==> src/video_defines.svh <==
/*
 * Video subsystem constants
 *   Screen geometry and sync positions
 *   CPU address map and sprite half of the graphics ROM
 */
`ifndef VIDEO_DEFINES_SVH
`define VIDEO_DEFINES_SVH

// Geometry in pixels and lines
`define H_TOTAL     96
`define H_ACTIVE    64
`define V_TOTAL     40
`define V_ACTIVE    32

`define HS_START    72
`define HS_END      80
`define VS_LINE     35

// CPU address map
`define MAP_BASE    12'h000   // 128 bytes, 16 x 8 tile codes
`define SCROLL_ADDR 12'h080
`define OBJ_BASE    12'h100   // 4 sprites of 4 bytes
`define PAL_BASE    12'h200   // 64 words, high byte first

`define OBJ_ROM_BIT 11

`endif

==> src/video_pkg.sv <==
/*
 * Pixel and palette types
 *   Tile colour nibble
 *   Sprite pixel with priority and bank
 *   Palette word with colour and byte views
 */
package video_pkg;

    // Colour nibble, zero is transparent
    typedef logic [3:0] pxl_idx_t;

    typedef struct packed {
        logic     behind;   // Hidden by opaque tile pixels
        logic     bank;
        pxl_idx_t nibble;
    } obj_pxl_t;

    typedef struct packed {
        logic       spare;
        logic [4:0] r;
        logic [4:0] g;
        logic [4:0] b;
    } pal_col_t;

    typedef struct packed {
        logic [7:0] hi;
        logic [7:0] lo;
    } pal_bytes_t;

    // Same palette word, seen by the mixer or by the CPU
    typedef union packed {
        pal_col_t   col;
        pal_bytes_t bytes;
    } pal_word_u;

endpackage

==> src/bus_pkg.sv <==
/*
 * Bus request types
 *   CPU byte access with single-cycle strobe
 *   Graphics ROM request held until acknowledged
 */
package bus_pkg;

    typedef struct packed {
        logic        stb;
        logic        we;
        logic [11:0] addr;
        logic [7:0]  wdata;
    } cpu_req_t;

    // Held stable until rom_ok
    typedef struct packed {
        logic        cs;
        logic [11:0] addr;   // 32-bit word address
    } rom_req_t;

endpackage

==> src/video_timing.sv <==
/*
 * Video timing generator
 *   Pixel and line counters stepped by the pixel clock enable
 *   Registered blanking and sync levels
 */
`timescale 1ns/1ps
`include "video_defines.svh"

module video_timing (
    input  logic       clk,
    input  logic       reset,
    input  logic       pxl_cen,
    output logic [6:0] hdump,
    output logic [5:0] vdump,
    output logic       lhbl,
    output logic       lvbl,
    output logic       hs,
    output logic       vs
);

    logic [6:0] h_next;
    logic [5:0] v_next;

    always_comb begin
        h_next = (hdump == 7'(`H_TOTAL - 1)) ? 7'd0 : hdump + 7'd1;
        v_next = vdump;
        if (h_next == 7'd0)  // New line on pixel wrap
            v_next = (vdump == 6'(`V_TOTAL - 1)) ? 6'd0 : vdump + 6'd1;
    end

    always_ff @(posedge clk) begin
        if (reset) begin
            // End of the visible part of the last line
            hdump <= 7'(`H_ACTIVE - 1);
            vdump <= 6'(`V_TOTAL - 1);
            lhbl  <= 1'b0;
            lvbl  <= 1'b0;
            hs    <= 1'b0;
            vs    <= 1'b0;
        end else if (pxl_cen) begin
            hdump <= h_next;
            vdump <= v_next;
            lhbl  <= h_next < 7'(`H_ACTIVE);
            lvbl  <= v_next < 6'(`V_ACTIVE);
            hs    <= h_next >= 7'(`HS_START) && h_next < 7'(`HS_END);
            vs    <= v_next == 6'(`VS_LINE);
        end
    end

endmodule

==> src/tile_layer.sv <==
/*
 * Scrolling tile layer
 *   Tile map RAM and horizontal scroll register
 *   Row word fetch one tile ahead into a holding register
 *   Nibble shifter giving the pixel at the current hdump
 */
`timescale 1ns/1ps
`include "video_defines.svh"

module tile_layer (
    input  logic                clk,
    input  logic                reset,
    input  logic                pxl_cen,
    input  bus_pkg::cpu_req_t   cpu,
    input  logic [6:0]          hdump,
    input  logic [5:0]          vdump,
    input  logic                lhbl,
    output bus_pkg::rom_req_t   rom_req,
    input  logic [31:0]         rom_data,
    input  logic                rom_ok,
    output video_pkg::pxl_idx_t pxl
);

    localparam int HB_FETCH = `H_ACTIVE + 8;   // First tile of next line
    localparam int HB_LOAD  = `H_ACTIVE + 20;  // Shifter preload

    logic [7:0]  map_ram [128];
    logic [7:0]  scroll_x;
    logic [31:0] hold, shifter;
    logic        hold_full, fetch_cs;
    logic [11:0] fetch_addr;
    logic [3:0]  fetch_col, want_col;
    logic [5:0]  line_y, want_y;
    logic [6:0]  h_next;
    logic [7:0]  sx_next, want_code;
    logic        hb_fetch, hb_load, tile_edge, reload;

    always_ff @(posedge clk) begin
        if (cpu.stb && cpu.we && cpu.addr[11:7] == 5'(`MAP_BASE >> 7))
            map_ram[cpu.addr[6:0]] <= cpu.wdata;
    end

    always_ff @(posedge clk) begin
        if (reset)
            scroll_x <= 8'd0;
        else if (cpu.stb && cpu.we && cpu.addr == `SCROLL_ADDR)
            scroll_x <= cpu.wdata;
    end

    always_comb begin
        h_next    = (hdump == 7'(`H_TOTAL - 1)) ? 7'd0 : hdump + 7'd1;
        sx_next   = {1'b0, h_next} + scroll_x;
        hb_fetch  = pxl_cen && h_next == 7'(HB_FETCH);
        hb_load   = pxl_cen && h_next == 7'(HB_LOAD);
        // Tile boundary inside the visible part
        // Pixel 0 comes from the preload instead
        tile_edge = pxl_cen && h_next != 7'd0 && h_next < 7'(`H_ACTIVE)
                    && sx_next[2:0] == 3'd0;
        reload    = hb_load || tile_edge;
        if (hb_fetch) begin
            want_y   = (vdump == 6'(`V_TOTAL - 1)) ? 6'd0 : vdump + 6'd1;
            want_col = scroll_x[6:3];
        end else begin
            want_y   = line_y;
            want_col = fetch_col + 4'd1;  // Wraps at column 16
        end
        want_code = map_ram[{want_y[5:3], want_col}];
    end

    always_ff @(posedge clk) begin
        if (reset) begin
            fetch_cs  <= 1'b0;
            hold_full <= 1'b0;
        end else begin
            if (fetch_cs && rom_ok) begin
                fetch_cs  <= 1'b0;
                hold_full <= 1'b1;
            end
            if (hb_fetch || reload) begin
                fetch_cs  <= 1'b1;
                hold_full <= 1'b0;
            end
        end
    end

    always_ff @(posedge clk) begin
        if (fetch_cs && rom_ok)
            hold <= rom_data;
        if (hb_fetch || reload) begin
            fetch_addr <= {1'b0, want_code, want_y[2:0]};
            fetch_col  <= want_col;
            line_y     <= want_y;
        end
        if (hb_load)
            shifter <= hold << {scroll_x[2:0], 2'b00};  // Fine scroll
        else if (tile_edge)
            shifter <= hold;
        else if (pxl_cen && lhbl)
            shifter <= shifter << 4;  // Preload waits through the blank
    end

    assign rom_req = '{cs: fetch_cs, addr: fetch_addr};
    assign pxl     = lhbl ? shifter[31:28] : 4'd0;

    // Row word must land before the tile boundary that consumes it
    assert property (@(posedge clk) disable iff (reset) reload |-> hold_full);

endmodule

==> src/obj_layer.sv <==
/*
 * Sprite layer
 *   Sprite table RAM written by the CPU
 *   Per-line search and ROM fetch during horizontal blank
 *   Line buffer read at hdump and cleared behind the read
 */
`timescale 1ns/1ps
`include "video_defines.svh"

module obj_layer (
    input  logic                clk,
    input  logic                reset,
    input  logic                pxl_cen,
    input  bus_pkg::cpu_req_t   cpu,
    input  logic [6:0]          hdump,
    input  logic [5:0]          vdump,
    input  logic                lhbl,
    output bus_pkg::rom_req_t   rom_req,
    input  logic [31:0]         rom_data,
    input  logic                rom_ok,
    output video_pkg::obj_pxl_t pxl
);

    typedef enum logic [1:0] {S_IDLE, S_CHECK, S_FETCH, S_DRAW} state_t;

    logic [7:0]          obj_ram [16];
    video_pkg::obj_pxl_t line_buf [64];
    logic [63:0]         line_valid;
    state_t              state;
    logic [1:0]          spr;
    logic [2:0]          col;
    logic [5:0]          scan_line;
    logic [8:0]          draw_x;
    logic [31:0]         draw_word;
    logic                fetch_cs;
    logic [11:0]         fetch_addr;
    logic [7:0]          spr_y, spr_x, spr_code, spr_attr, dy;
    logic                draw_we;
    video_pkg::obj_pxl_t draw_pxl;

    always_ff @(posedge clk) begin
        if (cpu.stb && cpu.we && cpu.addr[11:4] == 8'(`OBJ_BASE >> 4))
            obj_ram[cpu.addr[3:0]] <= cpu.wdata;
    end

    always_comb begin
        spr_y    = obj_ram[{spr, 2'd0}];
        spr_x    = obj_ram[{spr, 2'd1}];
        spr_code = obj_ram[{spr, 2'd2}];
        spr_attr = obj_ram[{spr, 2'd3}];
        dy       = {2'b00, scan_line} - spr_y;
        draw_pxl = '{behind: spr_attr[7], bank: spr_attr[0], nibble: draw_word[31:28]};
        // Clip at the right edge, keep what a lower sprite already wrote
        draw_we  = state == S_DRAW && draw_x < 9'd64 && draw_pxl.nibble != 4'd0
                   && !line_valid[draw_x[5:0]];
    end

    always_ff @(posedge clk) begin
        if (reset) begin
            state    <= S_IDLE;
            fetch_cs <= 1'b0;
            spr      <= 2'd0;
        end else begin
            case (state)
                S_IDLE: begin
                    if (pxl_cen && hdump == 7'(`H_ACTIVE - 1)) begin
                        scan_line <= (vdump == 6'(`V_TOTAL - 1)) ? 6'd0 : vdump + 6'd1;
                        spr       <= 2'd0;
                        state     <= S_CHECK;
                    end
                end
                S_CHECK: begin
                    if (dy < 8'd8) begin  // Sprite covers the next line
                        fetch_cs   <= 1'b1;
                        fetch_addr <= 12'(1 << `OBJ_ROM_BIT) | {1'b0, spr_code, dy[2:0]};
                        draw_x     <= {1'b0, spr_x};
                        state      <= S_FETCH;
                    end else begin
                        spr   <= spr + 2'd1;
                        state <= (spr == 2'd3) ? S_IDLE : S_CHECK;
                    end
                end
                S_FETCH: begin
                    if (rom_ok) begin
                        fetch_cs  <= 1'b0;
                        draw_word <= rom_data;
                        col       <= 3'd0;
                        state     <= S_DRAW;
                    end
                end
                default: begin  // One nibble per clock
                    draw_word <= draw_word << 4;
                    draw_x    <= draw_x + 9'd1;
                    col       <= col + 3'd1;
                    if (col == 3'd7) begin
                        spr   <= spr + 2'd1;
                        state <= (spr == 2'd3) ? S_IDLE : S_CHECK;
                    end
                end
            endcase
        end
    end

    always_ff @(posedge clk) begin
        if (draw_we)
            line_buf[draw_x[5:0]] <= draw_pxl;
    end

    always_ff @(posedge clk) begin
        if (reset) begin
            line_valid <= '0;
        end else begin
            if (pxl_cen && lhbl)
                line_valid[hdump[5:0]] <= 1'b0;  // Cleared once shown
            if (draw_we)
                line_valid[draw_x[5:0]] <= 1'b1;
        end
    end

    assign rom_req = '{cs: fetch_cs, addr: fetch_addr};
    assign pxl     = (lhbl && line_valid[hdump[5:0]]) ? line_buf[hdump[5:0]] : '0;

    // Sprite search for the next line done before that line starts
    assert property (@(posedge clk) disable iff (reset)
        (pxl_cen && hdump == 7'(`H_TOTAL - 1)) |-> state == S_IDLE);

endmodule

==> src/gfx_rom_arbiter.sv <==
/*
 * Graphics ROM arbiter
 *   Tile layer first at each idle decision
 *   Grant held until the ROM acknowledges
 */
`timescale 1ns/1ps

module gfx_rom_arbiter (
    input  logic              clk,
    input  logic              reset,
    input  bus_pkg::rom_req_t tile_req,
    input  bus_pkg::rom_req_t obj_req,
    input  logic              rom_ok,
    output logic              tile_ok,
    output logic              obj_ok,
    output bus_pkg::rom_req_t rom_req
);

    logic busy, gnt_obj, sel_obj;

    assign sel_obj = busy ? gnt_obj : (!tile_req.cs && obj_req.cs);
    assign rom_req = sel_obj ? obj_req : tile_req;
    assign tile_ok = rom_ok && busy && !gnt_obj;
    assign obj_ok  = rom_ok && busy && gnt_obj;

    always_ff @(posedge clk) begin
        if (reset) begin
            busy    <= 1'b0;
            gnt_obj <= 1'b0;
        end else if (busy) begin
            if (rom_ok)
                busy <= 1'b0;
        end else if (rom_req.cs) begin
            busy    <= 1'b1;
            gnt_obj <= sel_obj;
        end
    end

    // The ROM acknowledges only a granted request that is still held
    assert property (@(posedge clk) disable iff (reset) rom_ok |-> (busy && rom_req.cs));

    // Requesters keep cs and address until acknowledged
    assert property (@(posedge clk) disable iff (reset)
        (rom_req.cs && !rom_ok) |=> (rom_req.cs && $stable(rom_req.addr)));

endmodule

==> src/color_mixer.sv <==
/*
 * Colour mixer
 *   Tile and sprite priority, palette index
 *   Palette RAM with CPU byte read and write
 *   RGB expansion and matching delay of blank and sync
 */
`timescale 1ns/1ps
`include "video_defines.svh"

module color_mixer (
    input  logic                clk,
    input  logic                reset,
    input  logic                pxl_cen,
    input  bus_pkg::cpu_req_t   cpu,
    output logic [7:0]          cpu_rdata,
    output logic                cpu_rvalid,
    input  video_pkg::pxl_idx_t tile_pxl,
    input  video_pkg::obj_pxl_t obj_pxl,
    input  logic                lhbl_in,
    input  logic                lvbl_in,
    input  logic                hs_in,
    input  logic                vs_in,
    output logic                lhbl,
    output logic                lvbl,
    output logic                hs,
    output logic                vs,
    output logic [7:0]          red,
    output logic [7:0]          green,
    output logic [7:0]          blue
);

    video_pkg::pal_word_u pal_ram [64];
    video_pkg::pal_word_u pal_q;
    logic [5:0]           pal_idx;
    logic [3:0]           sync_d1;  // lhbl, lvbl, hs, vs
    logic                 pal_hit, obj_win, show;

    assign pal_hit = cpu.stb && cpu.addr[11:7] == 5'(`PAL_BASE >> 7);
    assign obj_win = obj_pxl.nibble != 4'd0 && (!obj_pxl.behind || tile_pxl == 4'd0);

    // Even address is the high byte
    always_ff @(posedge clk) begin
        if (pal_hit && cpu.we) begin
            if (cpu.addr[0])
                pal_ram[cpu.addr[6:1]].bytes.lo <= cpu.wdata;
            else
                pal_ram[cpu.addr[6:1]].bytes.hi <= cpu.wdata;
        end
        if (pal_hit && !cpu.we)
            cpu_rdata <= cpu.addr[0] ? pal_ram[cpu.addr[6:1]].bytes.lo
                                     : pal_ram[cpu.addr[6:1]].bytes.hi;
    end

    always_ff @(posedge clk) begin
        if (reset)
            cpu_rvalid <= 1'b0;
        else
            cpu_rvalid <= pal_hit && !cpu.we;
    end

    // Two pixel steps, index then palette word
    always_ff @(posedge clk) begin
        if (pxl_cen) begin
            pal_idx <= obj_win ? {1'b1, obj_pxl.bank, obj_pxl.nibble} : {2'b00, tile_pxl};
            pal_q   <= pal_ram[pal_idx];
        end
    end

    always_ff @(posedge clk) begin
        if (reset) begin
            sync_d1              <= 4'd0;
            {lhbl, lvbl, hs, vs} <= 4'd0;
        end else if (pxl_cen) begin
            sync_d1              <= {lhbl_in, lvbl_in, hs_in, vs_in};
            {lhbl, lvbl, hs, vs} <= sync_d1;
        end
    end

    assign show  = lhbl && lvbl;  // Black while blanked
    assign red   = show ? {pal_q.col.r, pal_q.col.r[4:2]} : 8'd0;
    assign green = show ? {pal_q.col.g, pal_q.col.g[4:2]} : 8'd0;
    assign blue  = show ? {pal_q.col.b, pal_q.col.b[4:2]} : 8'd0;

endmodule

==> src/video_top.sv <==
/*
 * Video subsystem top level
 *   Timing, tile layer, sprite layer, ROM arbiter and mixer
 *   CPU bus fanned out to every block
 */
`timescale 1ns/1ps

module video_top (
    input  logic              clk,
    input  logic              reset,
    input  logic              pxl_cen,
    input  bus_pkg::cpu_req_t cpu,
    output logic [7:0]        cpu_rdata,
    output logic              cpu_rvalid,
    output bus_pkg::rom_req_t rom_req,
    input  logic [31:0]       rom_data,
    input  logic              rom_ok,
    output logic              lhbl,
    output logic              lvbl,
    output logic              hs,
    output logic              vs,
    output logic [7:0]        red,
    output logic [7:0]        green,
    output logic [7:0]        blue
);

    logic [6:0]          hdump;
    logic [5:0]          vdump;
    logic                tim_lhbl, tim_lvbl, tim_hs, tim_vs;
    bus_pkg::rom_req_t   tile_req, obj_req;
    logic                tile_ok, obj_ok;
    video_pkg::pxl_idx_t tile_pxl;
    video_pkg::obj_pxl_t obj_pxl;

    video_timing i_timing (
        .clk, .reset, .pxl_cen, .hdump, .vdump,
        .lhbl (tim_lhbl), .lvbl (tim_lvbl), .hs (tim_hs), .vs (tim_vs)
    );

    tile_layer i_tile (
        .clk, .reset, .pxl_cen, .cpu, .hdump, .vdump, .lhbl (tim_lhbl),
        .rom_req (tile_req), .rom_data, .rom_ok (tile_ok), .pxl (tile_pxl)
    );

    obj_layer i_obj (
        .clk, .reset, .pxl_cen, .cpu, .hdump, .vdump, .lhbl (tim_lhbl),
        .rom_req (obj_req), .rom_data, .rom_ok (obj_ok), .pxl (obj_pxl)
    );

    gfx_rom_arbiter i_arbiter (
        .clk, .reset, .tile_req, .obj_req, .rom_ok, .tile_ok, .obj_ok, .rom_req
    );

    color_mixer i_mixer (
        .clk, .reset, .pxl_cen, .cpu, .cpu_rdata, .cpu_rvalid, .tile_pxl, .obj_pxl,
        .lhbl_in (tim_lhbl), .lvbl_in (tim_lvbl), .hs_in (tim_hs), .vs_in (tim_vs),
        .lhbl, .lvbl, .hs, .vs, .red, .green, .blue
    );

endmodule

==> config.mk <==
export PLATFORM = sky130hd
export DESIGN_NAME = video_top
export DESIGN_NICKNAME = d
export VERILOG_FILES = /design/src/video_pkg.sv /design/src/bus_pkg.sv /design/src/video_timing.sv /design/src/tile_layer.sv /design/src/obj_layer.sv /design/src/gfx_rom_arbiter.sv /design/src/color_mixer.sv /design/src/video_top.sv
export VERILOG_INCLUDE_DIRS = /design/src
export SDC_FILE = /design/constraint.sdc
export NUM_CORES = 2
export LEC_CHECK = 0
export ABC_CLOCK_PERIOD_IN_PS = 13200
export BUFFER_PORTS_ARGS = -buffer_cell sky130_fd_sc_hd__buf_2
export CORE_ASPECT_RATIO = 1.25
export CORE_MARGIN = 8
export CORE_UTILIZATION = 50
export DETAILED_ROUTE_END_ITERATION = 10
export PLACE_DENSITY = 0.71
export SLEW_MARGIN = 20
export SYNTH_ARGS = -nofsm -noshare
export SYNTH_HDL_FRONTEND = slang
export SYNTH_SLANG_ARGS = --single-unit
==> constraint.sdc <==
create_clock -name clk -period 13.2 [get_ports clk]
set_input_delay 1.32 -clock clk [delete_from_list [all_inputs] [get_ports clk]]
set_output_delay 1.32 -clock clk [all_outputs]
set_load 0.01 [all_outputs]
* Yosys cells after proc, flatten, opt, wreduce, memory -nomap -nowiden
Memories as Yosys holds them, arrays and structs flattened. A register that Yosys moved wholly into a read port is not among the register bits.
Cells that the tools add are included.
** Storage, ports and cells
- Register bits :: 265
- Memory bits (writable) :: 2560
- Input bits :: 58
- Memories :: 4
** Memory list
- i_mixer.pal_ram :: depth 64, width 16, read ports 2, clocked after Yosys merged registers in 1, wr ports 1, line color_mixer.sv:32 : video_pkg::pal_word_u pal_ram [64];
- i_tile.map_ram :: depth 128, width 8, read ports 1, clocked after Yosys merged registers in 1, wr ports 1, line tile_layer.sv:27 : logic [7:0] map_ram [128];
- i_obj.line_buf :: depth 64, width 6, read ports 1, clocked after Yosys merged registers in 1, wr ports 1, line obj_layer.sv:27 : video_pkg::obj_pxl_t line_buf [64];
- i_obj.obj_ram :: depth 16, width 8, read ports 4, clocked after Yosys merged registers in 4, wr ports 1, line obj_layer.sv:26 : logic [7:0] obj_ram [16];
** Operators by class
- Add/subtract/negate cells :: 8
- Order comparisons :: 10
- Equal/unequal tests :: 18
- Shift operators :: 1
- Muxes and demuxes :: 72
- Bitwise logic cells :: 8
- Reduce and logical (&&, ||, !) cells :: 60
** Operators with widths (count)
- $mux 64 :: 3
- $mux 32 :: 4
- $and 64x64->64 :: 1
- $not 64->64 :: 1
- $or 64x64->64 :: 1
- $pmux 32 s2 :: 1
- $mux 6 :: 7
- $mux 4 :: 8
- $mux 8 :: 4
- $shl 32x5->32 :: 1
- $logic_and 1x1->1 :: 28
- $mux 1 :: 25
- $eq 7x7->1 const B :: 3
- $pmux 9 s2 :: 1
- $reduce_and 3->1 :: 6
- $lt 6x7->1 const B :: 2
- $lt 7x7->1 const B :: 2
- $mux 2 :: 7
- $mux 13 :: 1
- $bmux 1 s6 :: 2
- $demux 1 s6 :: 2
- $eq 12x8->1 const B :: 1
- $eq 6x6->1 const B :: 2
- $ge 6x1->1 const B :: 2
- other kinds (41) :: 62

* Longest topological paths before layout
- Depth after elaboration :: 10
- Depth in mapped cells :: 17
- Depth with buffers taken out :: 14

* Cells and area by module
From an unflattened synthesis, not the netlist that was laid out.
** Second synthesis, totals
- Cell total of the unflattened synthesis :: 8297
- Area, all modules :: 122760.2 µm²
** By module, submodules not included
- color_mixer :: times used 1, cells each 2903, area an instance 49177.2 µm², seq. area each 31800.5 µm²
- tile_layer :: times used 1, cells each 3542, area an instance 46176.8 µm², seq. area each 33372.0 µm²
- obj_layer :: times used 1, cells each 1701, area an instance 26075.0 µm², seq. area each 17907.2 µm²
- video_timing :: times used 1, cells each 123, area an instance 1062.3 µm², seq. area each 340.3 µm²
- gfx_rom_arbiter :: times used 1, cells each 28, area an instance 269.0 µm², seq. area each 40.0 µm²

* Least setup slack after synthesis
OpenSTA, ideal clock, no wires.
- Path kind :: in2reg
- From :: input port reset
- To :: register i_obj.col[0], enable pin
- Arrival :: 7.210 ns
- Data required time :: 12.583 ns
- Path slack :: 5.373 ns
- Cell stages on the path :: 3
- Buffers on the path :: 2
- Cell sequence :: clkbuf_1 clkbuf_1 a2111oi_0
** Between the ends
- Longest elaborated chain between the ends :: 2
** Ends and longest elaborated chain
- from (decl) :: line video_top.sv:10 : input logic reset,
- $not 1->1 (no source line)
- $reduce_and 3->1 (no source line)
- to (signal assigned) :: line obj_layer.sv:94 : col <= col + 3'd1;
- to (decl) :: line obj_layer.sv:31 : logic [2:0] col;
No other way between the ends.
A chain may end at the register's enable or synchronous reset.

* Final worst setup path
- From :: register i_timing.hdump[0]
- To :: register i_tile.fetch_addr[6], read port of i_tile.map_ram (data pin)
** Between the ends
- Longest elaborated chain between the ends :: 8
- Elaborated cells on any way between the ends :: 18
** Ends and longest elaborated chain
- from (decl) :: line video_timing.sv:13 : output logic [6:0] hdump,
- from (signal assigned) :: line video_timing.sv:34 : hdump <= 7'(`H_ACTIVE - 1);
- from (signal assigned) :: line video_timing.sv:41 : hdump <= h_next;
- $add 7x1->7 / $eq 7x7->1 (equally long branches) :: line tile_layer.sv:51 : h_next = (hdump == 7'(`H_TOTAL - 1)) ? 7'd0 : hdump + 7'd1;
- $mux 7 (*) :: line tile_layer.sv:51
- branches (longest 6 deep; another with $lt 7x7->1)
- to (decl) :: line tile_layer.sv:31 : logic [11:0] fetch_addr;
Mark *: on every way between the ends.

==> flow_metrics.env <==
export IMPL_io_buffers=107
export IMPL_clock_latency_ps=880
export IMPL_syn_num_nets=7194
export IMPL_rsz0062_at_grt="no"
export IMPL_syn_area_per_cell_um2=17.1
export IMPL_setup_slack_ps=6220
export IMPL_worstMarginPinSlew_ps=1250
export IMPL_die_y_um=567
export IMPL_critPathArrivalTime_ps=7560
export IMPL_die_area_um2=259000
export IMPL_cts_htree_levels=5
export IMPL_ys_seq_area_share_pct=68.9
export IMPL_ys_flop_type="edfxtp_1"
export IMPL_max_cap_violations=0
export IMPL_cp_start_kind="register"
export IMPL_wire_per_inst_um=32.8
export IMPL_critPathKind="reg2reg"
export IMPL_cts_tree="yes"
export IMPL_post_route_drc_count=0
export IMPL_drv_slew=0
export IMPL_antenna_found_initial=23
export IMPL_dp_cells=10004
export IMPL_grt_pass1_wl_mm=497
export IMPL_gp_congestion=0.948
export IMPL_root_buffer="clkbuf_16"
export IMPL_grt_max_degree=157
export IMPL_status="finished, final reports clean"
export IMPL_cp_max_fo=98
export IMPL_setup_viol=0
export IMPL_start_util_pct=50.2
export IMPL_leakagePower_uw=0.0430
export IMPL_grt_usage_pct=25.8
export IMPL_hold_end="i_mixer.sync_d1[3]"
export IMPL_fin_crit_sh_pct=52.9
export IMPL_dp_hpwl_mm=222
export IMPL_ios=108
export IMPL_num_vias=70162
export IMPL_post_cts_buffers=0
export IMPL_ant_nets=0
export IMPL_r2r_end="i_tile.fetch_addr[6]"
export IMPL_via_per_inst=6.68
export IMPL_fin_setup_tns_ps=0
export IMPL_async_flop_share_pct=0
export IMPL_synth_edf_count=2708
export IMPL_rr_worst_depth=14
export IMPL_syn_cell_area_um2=121000
export IMPL_ys_ff_latch=2821
export IMPL_overflow=0
export IMPL_drt_total_wl_mm=345
export IMPL_hold_path_class="reg2reg"
export IMPL_die_x_um=457
export IMPL_r2r_start="i_timing.hdump[0]"
export IMPL_clock_tree_buffer_depth=4
export IMPL_fin_crit_ps=6980
export IMPL_pre_cts_slack_ps=6390
export IMPL_worst_hold_startpoint="i_mixer.sync_d1[3]"
export IMPL_synthCells=7113
export IMPL_hold_violations=0
export IMPL_rrSetupSlack_ps=6220
export IMPL_yosysUniqueCellTypes=95
export IMPL_instances_no_fill=10504
export IMPL_firstDrtPassIters=8
export IMPL_drive_above_1_share_pct=22.0
export IMPL_cts_hold_buf=0
export IMPL_nNetsFinal=7204
export IMPL_slew_headroom_pct=16.3
export IMPL_core_um2=242000
export IMPL_ir_drop_mv=0.114
export IMPL_synth_warnings=0
export IMPL_synth_area_leaders="edfxtp_1 67%, mux4_2 15%, dfxtp_1 1.9%, nand2_1 1.8%, mux2i_1 1.8%"
export IMPL_synth_area_leader_cell="edfxtp_1"
export IMPL_cts_resized_gates=0
export IMPL_fin_skew_ps=82.4
export IMPL_hold_path_depth=2
export IMPL_worstPathRequired_ps=13780
export IMPL_grt_pass1_vias=70285
export IMPL_end_kind="register"
export IMPL_syn2layout_area_growth_pct=10.5
export IMPL_drtIter0Drc=9990
export IMPL_fmax_ghz=0.143
export IMPL_clock_sinks=2821
export IMPL_power_per_cell_area_nw_per_um2=148
export IMPL_synth_top_cell_area_share_pct=67.0
export IMPL_power_uw=19900
export IMPL_rows=202
export IMPL_cp_startpoint="i_timing.hdump[0]"
export IMPL_cts_buffers_inserted=278
export IMPL_clk_pin_slew_ps=60
worst max path at each step:
| stage | to | depth (start not counted) |
|---|---|---|
| 4_1_cts | i_tile.fetch_addr[8] | 15 |
| 6_report | i_tile.fetch_addr[6] | 14 |
| 5_1_grt | i_tile.fetch_addr[8] | 15 |
| 3_5_place_dp | i_tile.fetch_addr[8] | 15 |
| 2_1_floorplan | i_obj.col[0] | 3 |
| 3_3_place_gp | i_tile.fetch_addr[3] | 14 |
worst max-delay path, stage by stage, from the launching register on:
cell	delay, ps
dfxtp_1	310
buf_4	360
ha_1	330
nand3_1	220
o22ai_1	330
or4b_4	680
o21ai_4	590
nand2_8	460
inv_6	800
buf_4	590
nor2_1	200
a221o_1	330
nor4_1	800
a21oi_1	210
nor4b_2	230
cells by family (layout without fill, tap and decap cells):
group,after synthesis,count (layout),share of synthesized area (%)
and+or+nand+nor,1486,1486,5.57
muxes,1076,1076,17.1
DFF,2821,2821,68.9
adders and majority gates,23,23,0.249
AOI/OAI and AO/OA,1050,1050,5.78
buffers and inverters,631,850,2.25
other,0,10,0
xor gates and xnor gates,26,26,0.188
where the power goes:
| group | leakage [uW] | switching (uW) | internal (uW) |
|---|---|---|---|
| Combinational | 0.0133 | 1210 | 667 |
| Clock | 0.00443 | 3390 | 4670 |
| Sequential | 0.0253 | 67.0 | 9890 |
cell usage in the layout, fill, tap and decap left out, types with 25 or more instances in the layout:
cell type  count
a211oi_1     170
a21oi_1      231
a221oi_1      36
a22oi_1       45
a311oi_1      32
a31oi_1       78
and3_1       167
buf_2         94
buf_4        136
bufinv_16     33
clkbuf_1      42
clkbuf_16    288
clkinv_1      48
clkinv_2      45
dfxtp_1      108
edfxtp_1    2708
inv_1        105
mux2_2        72
mux2i_1      213
mux4_2       789
nand2_1      593
nand3_1      105
nor2_1       416
nor3_1        25
o21ai_0      180
o22ai_1       63
cell usage after synthesis, types with 11 or more instances:
cell type / count
a211o_1: 14
a211oi_1: 170
a21oi_1: 232
a221o_1: 11
a221oi_1: 36
a22oi_1: 46
a311o_1: 11
a311oi_1: 32
a31o_2: 17
a31oi_1: 78
a32o_1: 13
a32oi_1: 17
and2_1: 15
and3_1: 167
buf_1: 75
buf_2: 91
buf_4: 37
buf_6: 12
clkbuf_1: 301
dfxtp_1: 113
edfxtp_1: 2708
ha_1: 21
inv_1: 105
mux2_2: 72
mux2i_1: 213
mux4_2: 790
nand2_1: 593
nand2b_1: 17
nand3_1: 107
nand4_1: 23
nor2_1: 425
nor2b_1: 22
nor3_1: 31
nor4_1: 16
o211ai_1: 17
o21ai_0: 181
o22ai_1: 64
or3_1: 16
xnor2_1: 13
xor2_1: 13
registers in the layout, summed over array words and instances, names as in the netlist, 7 cells and up, named ones only:
register           flops
i_obj.draw_word       32
i_mixer.cpu_rdata      8
i_timing.hdump         7
i_tile.map_ram      1024
i_mixer.pal_q         15
i_obj.line_valid      64
i_tile.scroll_x        7
i_tile.hold           32
i_tile.shifter        32
i_obj.line_buf       384
i_obj.fetch_addr      11
i_mixer.pal_ram     1024
i_obj.draw_x           9
i_obj.obj_ram        104
i_tile.fetch_addr      8
stage by stage:
stage               util (%)  hold WS (ps)  area, um2
finish                  55.5           481     134000
global route            55.4           507     134000
CTS                     55.4           488     134000
detailed placement      51.7           475     125000
global placement        51.7           461     125000
floorplan                  -           450     121000
cell type report:
cell class              instances  area, um2
well taps                    3162       3960
inverters                     113        439
clock inverters               154       1650
multi-input cells            3661      35300
flip-flops and latches       2821      83600
fillers                     17979     108000
diodes                         10       25.0
repair buffers                248       1790
clock buffers                 335       7430
layer usage:
layer  routed length [um]  GRT usage [%]
met4                21700           13.3
met1               120000           32.6
met3                34400           5.29
met2               168000           42.6
met5                   72              0
(Power assumes the default switching activity.)
